$ cat src/cpuPkg.sv
package cpuPkg;

	// Datapath sizes
	localparam int dataW = 16;
	localparam int regIdxW = 2;
	localparam int numRegs = 1 << regIdxW;	// Four general registers
	localparam int opW = 3;
	localparam int aluOpW = 7;
	localparam int payloadW = 8;
	localparam int pcSelW = 2;

	// Opcodes, 010 and 100 unused and run as no-ops
	localparam logic [opW-1:0] opAlu = 3'b000;
	localparam logic [opW-1:0] opLdImm = 3'b001;
	localparam logic [opW-1:0] opLdInd = 3'b011;
	localparam logic [opW-1:0] opStInd = 3'b101;
	localparam logic [opW-1:0] opBrImm = 3'b110;
	localparam logic [opW-1:0] opBrInd = 3'b111;

	// ALU function in aluOp[2:0]
	localparam logic [2:0] aluAdd = 3'd0;
	localparam logic [2:0] aluSub = 3'd1;
	localparam logic [2:0] aluAnd = 3'd2;
	localparam logic [2:0] aluOr = 3'd3;
	localparam logic [2:0] aluXor = 3'd4;
	localparam logic [2:0] aluShl = 3'd5;
	localparam logic [2:0] aluShr = 3'd6;
	localparam logic [2:0] aluPass = 3'd7;
	localparam int aluCinBit = 3;	// Carry-in enable, bits above are reserved

	// Next PC source
	localparam logic [pcSelW-1:0] pcSeq = 2'b00;
	localparam logic [pcSelW-1:0] pcImm = 2'b01;
	localparam logic [pcSelW-1:0] pcReg = 2'b10;

	// Register-form layout: ALU op, loads, stores, indirect branch
	typedef struct packed {
		logic [opW-1:0] opcode;
		logic [regIdxW-1:0] rd;
		logic [regIdxW-1:0] rs1;
		logic [regIdxW-1:0] rs2;
		logic [aluOpW-1:0] aluOp;
	} aluLayout;

	// Immediate-form layout: load immediate and branches
	typedef struct packed {
		logic [opW-1:0] opcode;
		logic brFlagSel;	// 0 carry, 1 zero
		logic brFlag;	// Flag value that takes the branch
		logic [2:0] rsvd;
		logic [payloadW-1:0] payload;
	} immLayout;

	typedef union packed {
		aluLayout aluForm;
		immLayout immForm;
	} instrWord;

endpackage

$ cat src/ctrlIf.sv
`timescale 1ns/1ps

interface ctrlIf;
	import cpuPkg::*;

	logic [pcSelW-1:0] nextPCSel;
	logic regDataInSource;	// Write back from memory
	logic immData;	// Write back from instrData
	logic regFileWE;
	logic memWE;
	logic dAddrSel;	// dAddr from rs1 instead of instrData
	logic flagWE;	// ALU ops only
	logic [dataW-1:0] instrData;
	logic [aluOpW-1:0] aluOp;
	logic [regIdxW-1:0] regDst;
	logic [regIdxW-1:0] regSrc1;
	logic [regIdxW-1:0] regSrc2;

	modport decoder (
		output nextPCSel, regDataInSource, immData, regFileWE, memWE, dAddrSel, flagWE,
		output instrData, aluOp, regDst, regSrc1, regSrc2
	);

	modport datapath (
		input nextPCSel, regDataInSource, immData, regFileWE, memWE, dAddrSel, flagWE,
		input instrData, aluOp, regDst, regSrc1, regSrc2
	);

endinterface

$ cat src/decoder.sv
`timescale 1ns/1ps

module decoder (
	input cpuPkg::instrWord instruction,
	input logic cFlag,	// Branch condition inputs
	input logic zFlag,
	ctrlIf.decoder ctrl
);
	import cpuPkg::*;

	logic [opW-1:0] opcode;
	logic [dataW-1:0] payloadExt;
	logic condFlag;
	logic brTaken;

	assign opcode = instruction.immForm.opcode;

	// Register fields pulled out for every opcode
	assign ctrl.regDst = instruction.aluForm.rd;
	assign ctrl.regSrc1 = instruction.aluForm.rs1;
	assign ctrl.regSrc2 = instruction.aluForm.rs2;
	assign ctrl.aluOp = instruction.aluForm.aluOp;

	// Zero filled 8-bit payload
	assign payloadExt = {{(dataW-payloadW){1'b0}}, instruction.immForm.payload};

	// Carry or zero as brFlagSel picks
	assign condFlag = instruction.immForm.brFlagSel ? zFlag : cFlag;
	assign brTaken = (instruction.immForm.brFlag == condFlag);

	always_comb begin
		ctrl.nextPCSel = pcSeq;	// Fall through by default
		ctrl.regDataInSource = 1'b0;
		ctrl.immData = 1'b0;
		ctrl.regFileWE = 1'b0;
		ctrl.memWE = 1'b0;
		ctrl.dAddrSel = 1'b0;
		ctrl.flagWE = 1'b0;
		ctrl.instrData = '0;

		case (opcode)
			opAlu: begin
				ctrl.regFileWE = 1'b1;	// rd <= ALU result
				ctrl.flagWE = 1'b1;
			end

			opLdImm: begin
				ctrl.immData = 1'b1;	// rd <= payload
				ctrl.regFileWE = 1'b1;
				ctrl.instrData = payloadExt;
			end

			opLdInd: begin
				// Address from rs1 and data back from memory
				ctrl.dAddrSel = 1'b1;
				ctrl.regDataInSource = 1'b1;
				ctrl.regFileWE = 1'b1;
			end

			opStInd: begin
				ctrl.dAddrSel = 1'b1;	// mem[rs1] <= rs2
				ctrl.memWE = 1'b1;
			end

			opBrImm: begin
				if (brTaken) begin
					ctrl.nextPCSel = pcImm;
					ctrl.instrData = payloadExt;	// Target address
				end
			end

			opBrInd: begin
				if (brTaken) begin
					ctrl.nextPCSel = pcReg;	// Target in rs1
				end
			end

			default: begin
				// Unused opcodes write nothing
			end
		endcase
	end

endmodule

$ cat src/regFile.sv
`timescale 1ns/1ps

module regFile (
	input logic clk,
	input logic reset,
	ctrlIf.datapath ctrl,
	input logic [cpuPkg::dataW-1:0] aluResult,
	input logic [cpuPkg::dataW-1:0] dRdData,	// Load data
	output logic [cpuPkg::dataW-1:0] src1Data,
	output logic [cpuPkg::dataW-1:0] src2Data
);
	import cpuPkg::*;

	logic [dataW-1:0] regs [numRegs];
	logic [dataW-1:0] wrData;

	// Write-back source, memory first then immediate then ALU
	always_comb begin
		if (ctrl.regDataInSource)
			wrData = dRdData;
		else if (ctrl.immData)
			wrData = ctrl.instrData;
		else
			wrData = aluResult;
	end

	always_ff @(posedge clk) begin
		if (reset) begin
			for (int i = 0; i < numRegs; i++)
				regs[i] <= '0;
		end else if (ctrl.regFileWE) begin
			regs[ctrl.regDst] <= wrData;
		end
	end

	// Two combinational read ports
	assign src1Data = regs[ctrl.regSrc1];
	assign src2Data = regs[ctrl.regSrc2];

	// Only one non-ALU write-back source at a time
	aWbSrcOneHot: assert property (@(posedge clk) disable iff (reset)
		!(ctrl.regDataInSource && ctrl.immData))
		else $error("regFile: regDataInSource and immData high together");

endmodule

$ cat src/execUnit.sv
`timescale 1ns/1ps

module execUnit (
	input logic clk,
	input logic reset,
	ctrlIf.datapath ctrl,
	input logic [cpuPkg::dataW-1:0] src1Data,
	input logic [cpuPkg::dataW-1:0] src2Data,
	output logic [cpuPkg::dataW-1:0] aluResult,
	output logic cFlag,
	output logic zFlag,
	output logic [cpuPkg::dataW-1:0] dAddr,
	output logic [cpuPkg::dataW-1:0] dWrData,
	output logic dWE
);
	import cpuPkg::*;

	logic [2:0] func;
	logic cin;
	logic [dataW:0] sum;	// One extra bit for carry or borrow
	logic carryNext;

	assign func = ctrl.aluOp[2:0];
	assign cin = ctrl.aluOp[aluCinBit] & cFlag;	// Carry-in only when enabled

	always_comb begin
		sum = '0;
		aluResult = '0;
		carryNext = 1'b0;	// Logic ops and pass clear carry
		case (func)
			aluAdd: begin
				sum = {1'b0, src1Data} + {1'b0, src2Data} + cin;
				aluResult = sum[dataW-1:0];
				carryNext = sum[dataW];
			end
			aluSub: begin
				sum = {1'b0, src1Data} - {1'b0, src2Data} + cin;
				aluResult = sum[dataW-1:0];
				carryNext = sum[dataW];	// Set on borrow
			end
			aluAnd: aluResult = src1Data & src2Data;
			aluOr: aluResult = src1Data | src2Data;
			aluXor: aluResult = src1Data ^ src2Data;
			aluShl: begin
				aluResult = {src1Data[dataW-2:0], 1'b0};
				carryNext = src1Data[dataW-1];	// Bit shifted out
			end
			aluShr: begin
				aluResult = {1'b0, src1Data[dataW-1:1]};
				carryNext = src1Data[0];
			end
			default: aluResult = src1Data;	// aluPass
		endcase
	end

	// Flags change on ALU ops only
	always_ff @(posedge clk) begin
		if (reset) begin
			cFlag <= 1'b0;
			zFlag <= 1'b0;
		end else if (ctrl.flagWE) begin
			cFlag <= carryNext;
			zFlag <= (aluResult == '0);
		end
	end

	assign dAddr = ctrl.dAddrSel ? src1Data : ctrl.instrData;	// Indirect address from rs1
	assign dWrData = src2Data;
	assign dWE = ctrl.memWE & ~reset;	// No stores while in reset

	// Reserved aluOp bits must be zero on real ALU ops
	aAluOpRsvd: assert property (@(posedge clk) disable iff (reset)
		ctrl.flagWE |-> (ctrl.aluOp[aluOpW-1:aluCinBit+1] == '0))
		else $error("execUnit: reserved aluOp bits set");

endmodule

$ cat src/pcUnit.sv
`timescale 1ns/1ps

module pcUnit (
	input logic clk,
	input logic reset,
	ctrlIf.datapath ctrl,
	input logic [cpuPkg::dataW-1:0] src1Data,	// Indirect branch target
	output logic [cpuPkg::dataW-1:0] pc
);
	import cpuPkg::*;

	logic [dataW-1:0] pcNext;
	logic [dataW-1:0] pcInc;

	assign pcInc = pc + 1'b1;

	always_comb begin
		case (ctrl.nextPCSel)
			pcSeq: pcNext = pcInc;
			pcImm: pcNext = ctrl.instrData;	// Zero-extended payload
			pcReg: pcNext = src1Data;
			default: pcNext = pcInc;	// 11 never decoded
		endcase
	end

	// New pc every edge, nothing stalls
	always_ff @(posedge clk) begin
		if (reset)
			pc <= '0;
		else
			pc <= pcNext;
	end

	aPcSelLegal: assert property (@(posedge clk) disable iff (reset)
		ctrl.nextPCSel != 2'b11)
		else $error("pcUnit: illegal nextPCSel 11");

endmodule

$ cat src/cpuCore.sv
`timescale 1ns/1ps

module cpuCore (
	input logic clk,
	input logic reset,
	output logic [cpuPkg::dataW-1:0] pc,	// Instruction fetch address
	input logic [cpuPkg::dataW-1:0] instruction,
	output logic [cpuPkg::dataW-1:0] dAddr,	// Data memory request
	output logic [cpuPkg::dataW-1:0] dWrData,
	output logic dWE,
	input logic [cpuPkg::dataW-1:0] dRdData
);
	import cpuPkg::*;

	logic cFlag;
	logic zFlag;
	logic [dataW-1:0] aluResult;
	logic [dataW-1:0] src1Data;
	logic [dataW-1:0] src2Data;

	ctrlIf ctrlBus ();	// Decoder control toward the datapath

	decoder u_decoder (
		.instruction(instruction),
		.cFlag(cFlag),
		.zFlag(zFlag),
		.ctrl(ctrlBus.decoder)
	);

	// Reads both operands alongside decode
	regFile u_regFile (
		.clk(clk),
		.reset(reset),
		.ctrl(ctrlBus.datapath),
		.aluResult(aluResult),
		.dRdData(dRdData),
		.src1Data(src1Data),
		.src2Data(src2Data)
	);

	execUnit u_execUnit (
		.clk(clk),
		.reset(reset),
		.ctrl(ctrlBus.datapath),
		.src1Data(src1Data),
		.src2Data(src2Data),
		.aluResult(aluResult),
		.cFlag(cFlag),
		.zFlag(zFlag),
		.dAddr(dAddr),
		.dWrData(dWrData),
		.dWE(dWE)
	);

	pcUnit u_pcUnit (
		.clk(clk),
		.reset(reset),
		.ctrl(ctrlBus.datapath),
		.src1Data(src1Data),
		.pc(pc)
	);

endmodule

$ cat config.mk
export PLATFORM = sky130hd
export DESIGN_NAME = cpuCore
export DESIGN_NICKNAME = d
export VERILOG_FILES = /design/src/cpuPkg.sv /design/src/ctrlIf.sv /design/src/decoder.sv /design/src/regFile.sv /design/src/execUnit.sv /design/src/pcUnit.sv /design/src/cpuCore.sv
export SDC_FILE = /design/constraint.sdc
export NUM_CORES = 1
export LEC_CHECK = 0
export BUFFER_PORTS_ARGS = -buffer_cell sky130_fd_sc_hd__buf_2
export CAP_MARGIN = 15
export CORE_UTILIZATION = 40
export DETAILED_ROUTE_END_ITERATION = 10
export RECOVER_POWER = 100
export SYNTH_ARGS = -nofsm -noshare
export SYNTH_HDL_FRONTEND = slang
export SYNTH_HIERARCHICAL = 1
export SYNTH_SLANG_ARGS = --single-unit
$ cat constraint.sdc
create_clock -name clk -period 8.18 [get_ports clk]
set_input_delay 0.409 -clock clk [delete_from_list [all_inputs] [get_ports clk]]
set_output_delay 0.409 -clock clk [all_outputs]
set_load 0.05 [all_outputs]
# After elaboration in Yosys (flattened, before gate mapping)
# Memories as Yosys holds them, arrays and structs flattened.
# Index checks and enable logic that the tools add are counted.
# Widths: inputs -> output; s select.
[classes]
add_sub_neg = 5
eq_ne = 14
muxes = 26
bitwise_logic = 6
reduce_logical = 6
[ops]
columns = ["cell", "count"]
rows = [
  ["$pmux 16 s7", 1],
  ["$mux 16", 4],
  ["$pmux 16 s2", 2],
  ["$add 17x1->17", 2],
  ["$eq 3x3->1 const B", 6],
  ["$add 16x16->17", 1],
  ["$sub 16x16->17", 1],
  ["$add 16x1->16 const B", 1],
  ["$and 16x16->16", 1],
  ["$logic_not 16->1", 1],
  ["$or 16x16->16", 1],
  ["$reduce_or 16->1", 1],
  ["$xor 16x16->16", 1],
  ["$mux 1", 14],
  ["$eq 3x2->1 const B", 3],
  ["$mux 8", 1],
  ["$eq 3x1->1 const B", 2],
  ["$logic_not 3->1", 2],
  ["$mux 2", 2],
  ["$pmux 1 s4", 1],
  ["$pmux 2 s2", 1],
  ["$reduce_or 3->1", 1],
  ["$and 1x1->1", 2],
  ["$eq 2x1->1 const B", 1],
  ["other kinds (4)", 4],
]
[totals]
regBits = 18
ram_bits = 64
input_bits = 34
output_inout_bits = 49
word_cells = 61
memories = 1
[mem_list]
columns = ["memory", "depth", "word_bits", "read_ports", "rd_ports_with_merged_regs", "write_ports", "line", "source"]
rows = [
  ["u_regFile.regs", 4, 16, 2, 0, 4, "regFile.sv:14", "logic [dataW-1:0] regs [numRegs];"],
]

# Logic depth before layout (Yosys ltp)
[depth]
word_depth = 8
mapped_depth = 20
depth_no_buf = 16

# Hierarchy
# Netlist, hierarchy kept.
[modules_own_cells]
columns = ["module", "instances", "cells_each", "area_per_inst_um2", "seq_area_each_um2"]
rows = [
  ["execUnit", 1, 521, 3679.8, 40.0],
  ["regFile", 1, 235, 3662.3, 1921.8],
  ["pcUnit", 1, 105, 978.4, 320.3],
  ["decoder", 1, 47, 370.4, 0.0],
]

# Worst setup path after synthesis
# No wires, ideal clock.
[synth_path]
path_type = "input to register"
from = "input instruction[7] in the netlist's numbering"
to = "register u_execUnit.zFlag"
setup_ps = 69
t_arrival_ps = 4332
required_ps = 8111
slack_ps = 3779
path_stages = 17
path_buffers = 2
cell_sequence = "buf_4 buf_6 mux4_2 ha_1 inv_1 ha_1 inv_1 fa_1 xnor2_1 mux4_2 a311oi_2 a211oi_1 nor4_2 o2111ai_1 or4_1 or4_1 o21ai_1"
[synth_between]
elab_chain_len = 5
word_cells_on_any_way = 10
cone_classes = "add/sub: 4; mux: 1; bitwise: 3; reduce/logical: 1; memory: 1"
[synth_rtl]
columns = ["element", "line", "source"]
rows = [
  ["start: declaration", "cpuCore.sv:7", "input logic [cpuPkg::dataW-1:0] instruction,"],
  ["$mem_v2 4x16 (*)", "--", ""],
  ["net src2Data[0]", "cpuCore.sv:19", "logic [dataW-1:0] src2Data;"],
  ["$sub 16x16->17 or $add 16x16->17 (tied branches)", "execUnit.sv:37, execUnit.sv:32", ""],
  ["$add 17x1->17, on equally long branches", "execUnit.sv:37, execUnit.sv:32", ""],
  ["$pmux 16 s7 (*)", "execUnit.sv:30", "case (func)"],
  ["net aluResult[2]", "cpuCore.sv:17", "logic [dataW-1:0] aluResult;"],
  ["$logic_not 16->1 (*)", "execUnit.sv:63", "zFlag <= (aluResult == '0);"],
  ["end signal: assignment", "execUnit.sv:63", ""],
  ["end: declaration", "execUnit.sv:11", "output logic zFlag,"],
]
# Mark *: on every way through the listed nets, which the timed path passes. The rest lies on a longest branch.
# A chain may end at the register's enable or synchronous reset.

# Final worst setup path
[layout_path]
from = "input instruction[7] in the netlist's numbering"
to = "register u_execUnit.zFlag"
[layout_between]
elab_chain_len = 5
word_cells_on_any_way = 10
cone_classes = "add/sub: 4; mux: 1; bitwise: 3; reduce/logical: 1; memory: 1"
[layout_rtl]
columns = ["element", "line"]
rows = [
  ["$mem_v2 4x16 (*)", "--"],
  ["$sub 16x16->17 or $add 16x16->17 (tied branches)", "execUnit.sv:37, execUnit.sv:32"],
  ["$add 17x1->17, on equally long branches", "execUnit.sv:37, execUnit.sv:32"],
  ["$pmux 16 s7 (*)", "execUnit.sv:30"],
  ["net aluResult[2]", "cpuCore.sv:17"],
  ["$logic_not 16->1 (*)", "execUnit.sv:63"],
]
# Marked as above.

==> qor.csv <==
stage,metric,value,unit
die,die_h,149,um
timing,tns,0,ps
global_route,gr-total-overflow,0,
cts,clock-sinks,82,
critical_path,cp-end-kind,register,
die,io-pin-count,83,
routing,wl,26400,um
global_route,antenna_found_initial,0,
finish,finalNetCount,1027,
pwr,switching_power,0.594,mW
cts,cts_tree,built,
outcome,status,"complete, but fails checks",
pwr,internal-power,0.931,mW
run,maxCapViolations,1,
timing,worst_clock_skew,10.6,ps
timing,rsz0062_at_grt,no,
placed_design,dpl_worst_slack,2780,ps
placed_design,routabilityCongestion,0.924,
finish,design_area,0.00897,mm^2
timing,slew_headroom,-0.462,
pwr,p_leak,3.58,nW
cts,cts.root.buffer_cell,clkbuf_16,
synthesis,yosys_warnings,6,
cts,path_clk_slew,60,ps
die,initial_core_util,0.410,
die,num_rows,53,
synthesis,syn_area,0.00867,mm^2
finish,layout-drive-gt1-share,0.128,
synthesis,avgSynthCellArea,9.58,um^2
pwr,comb_power_share,0.418,
global_route,grt_pass1_wl,40100,um
timing,slew_violations,34,
die,core_area,0.0212,mm^2
synthesis,syn_inst,905,
placed_design,hpwlAfterDp,19400,um
global_route,grtUsageTotal,0.239,
routing,via_per_inst,6.02,
critical_path,cp_max_fo,17,
routing,drtPass1Iterations,5,
cts,post_cts.repair.setup_buffers,0,
finish,n_antenna_cell,0,
pwr,power_density,170,mW/mm^2
placed_design,placed_area,0.00892,mm^2
routing,drt_iter0_drc,741,
hold_path,holdCritPathClass,register to register,
timing,tightest_slew,2190,ps
placed_design,port_buffers,82,
routing,drc,0,
timing,post-route-period-util,0.713,
pwr,switching_share,0.390,
die,die_w,149,um
routing,via_count,7245,
timing,period_needed,5830,ps
timing,hold_viol,0,
critical_path,worstSetupPathType,input pin to register,
routing,ant_nets,0,
outcome,violations,"capacitance limit, slew limit",
timing,setup_viol,0,
critical_path,required,8450,ps
critical_path,crit_slowest_cell,clkbuf_1,
pwr,p_clk_frac,0.260,
global_route,grt_max_degree,51,
timing,fmax,0.171,GHz
finish,fin_cells,1203,
routing,wl_per_cell,22.0,um
cts,cts-hold-fix-buffers,0,
die,fp.dieArea,0.0223,mm^2
timing,setup_slack,2350,ps
cts,worstSkewPairLatency,340,ps
pwr,max-vdd-ir-drop,130,uV
pwr,p_seq_frac,0.322,
global_route,grt_pass1_vias,6783,
placed_design,dp.cells,1187,
finish,syn2layout_area_growth,3.51,%
critical_path,crit_arrival,6100,ps
critical_path,cp_num_buf_inv,3,
critical_path,slowest_delay,970,ps
critical_path,critPathLaunchType,input pin,
critical_path,path_cells,"clkbuf_1, mux4_2, ha_1, inv_1, ha_1, inv_1, fa_1, xnor2_1, mux4_2, a311oi_1, a211oi_1, nor4_1, o2111ai_1, or4_1, or4_1, o21ai_1",
pwr,p_total,1.53,mW
critical_path,cpLargestDelayFamily,simple AND/OR/NAND/NOR gates,
cts,ctsResizeCount,0,
cts,clockBufferDepth,2,
cts,h-tree-depth,3,
cts,numCtsBuffers,9,
==> cell usage in the layout, fill, tap and decap left out, types with 20 or more instances in the layout <==
master and n:
nand2_1 35, buf_2 40, nor2_1 94, a21oi_1 32, o211ai_1 22, o21ai_0 34, a221oi_1 20, nand2b_1 27
clkbuf_1 44, mux4_2 22, edfxtp_1 64, ha_1 67, a211oi_1 25, inv_1 82
==> area by class of cell <==
| type | count | area [um^2] |
|---|---|---|
| tap | 275 | 344 |
| sequential | 82 | 2280 |
| multi-input combinational | 657 | 5350 |
| timing repair buffer | 87 | 392 |
| clock buffer | 10 | 229 |
| inverter | 86 | 323 |
| clock inverter | 6 | 57.6 |
| fill | 2128 | 12200 |
==> power by group through the flow <==
stage	logic (mW)	clock network, mW	registers (mW)
floorplan	0.497	0	0.515
global placement	0.651	0	0.499
detailed placement	0.651	0	0.500
CTS	0.656	0.399	0.491
global route	0.691	0.417	0.494
finish	0.638	0.396	0.491
==> worst min-delay path, cell delays in order (launching register included) <==
cell	delay [ps]
dfxtp_1	330
o21ai_0	80
a31oi_1	80
==> through the flow <==
| stage | hold WS (ps) | util |
|---|---|---|
| 2_1_floorplan | 482 | - |
| 3_3_place_gp | 513 | 0.422 |
| 3_5_place_dp | 502 | 0.422 |
| 4_1_cts | 516 | 0.435 |
| 5_1_grt | 551 | 0.424 |
| 6_report | 520 | 0.424 |
==> registers in the layout, indices dropped and copies added (netlist names) <==
signal and count:
u_execUnit/cFlag 1, u_execUnit/zFlag 1, u_pcUnit/pc 16, u_regFile/regs 64
==> per-layer routing <==
metal | vias to the layer above | share of wire | global-route usage
li1 | 3370 | - | -
met1 | 3561 | 0.44 | 0.331
met2 | 282 | 0.48 | 0.393
met3 | 32 | 0.054 | 0.0269
met4 | 0 | 0.021 | 0.0658
met5 | - | 0 | 0
==> final timing paths <==
kind                                   end                                from  slack [ps]  cells past startpoint
min reg2reg     u_pcUnit/pc[13]$_SDFF_PP0_          u_pcUnit/pc[13]$_SDFF_PP0_         520                      2
max          u_execUnit/zFlag$_SDFFE_PP0P_                      instruction[7]        2350                     16
min             u_pcUnit/pc[13]$_SDFF_PP0_          u_pcUnit/pc[13]$_SDFF_PP0_         520                      2
max reg2reg  u_execUnit/zFlag$_SDFFE_PP0P_  u_regFile/regs[1][0]$_SDFFCE_PN0P_        3170                     15
Power figures use the tool's default switching activity.
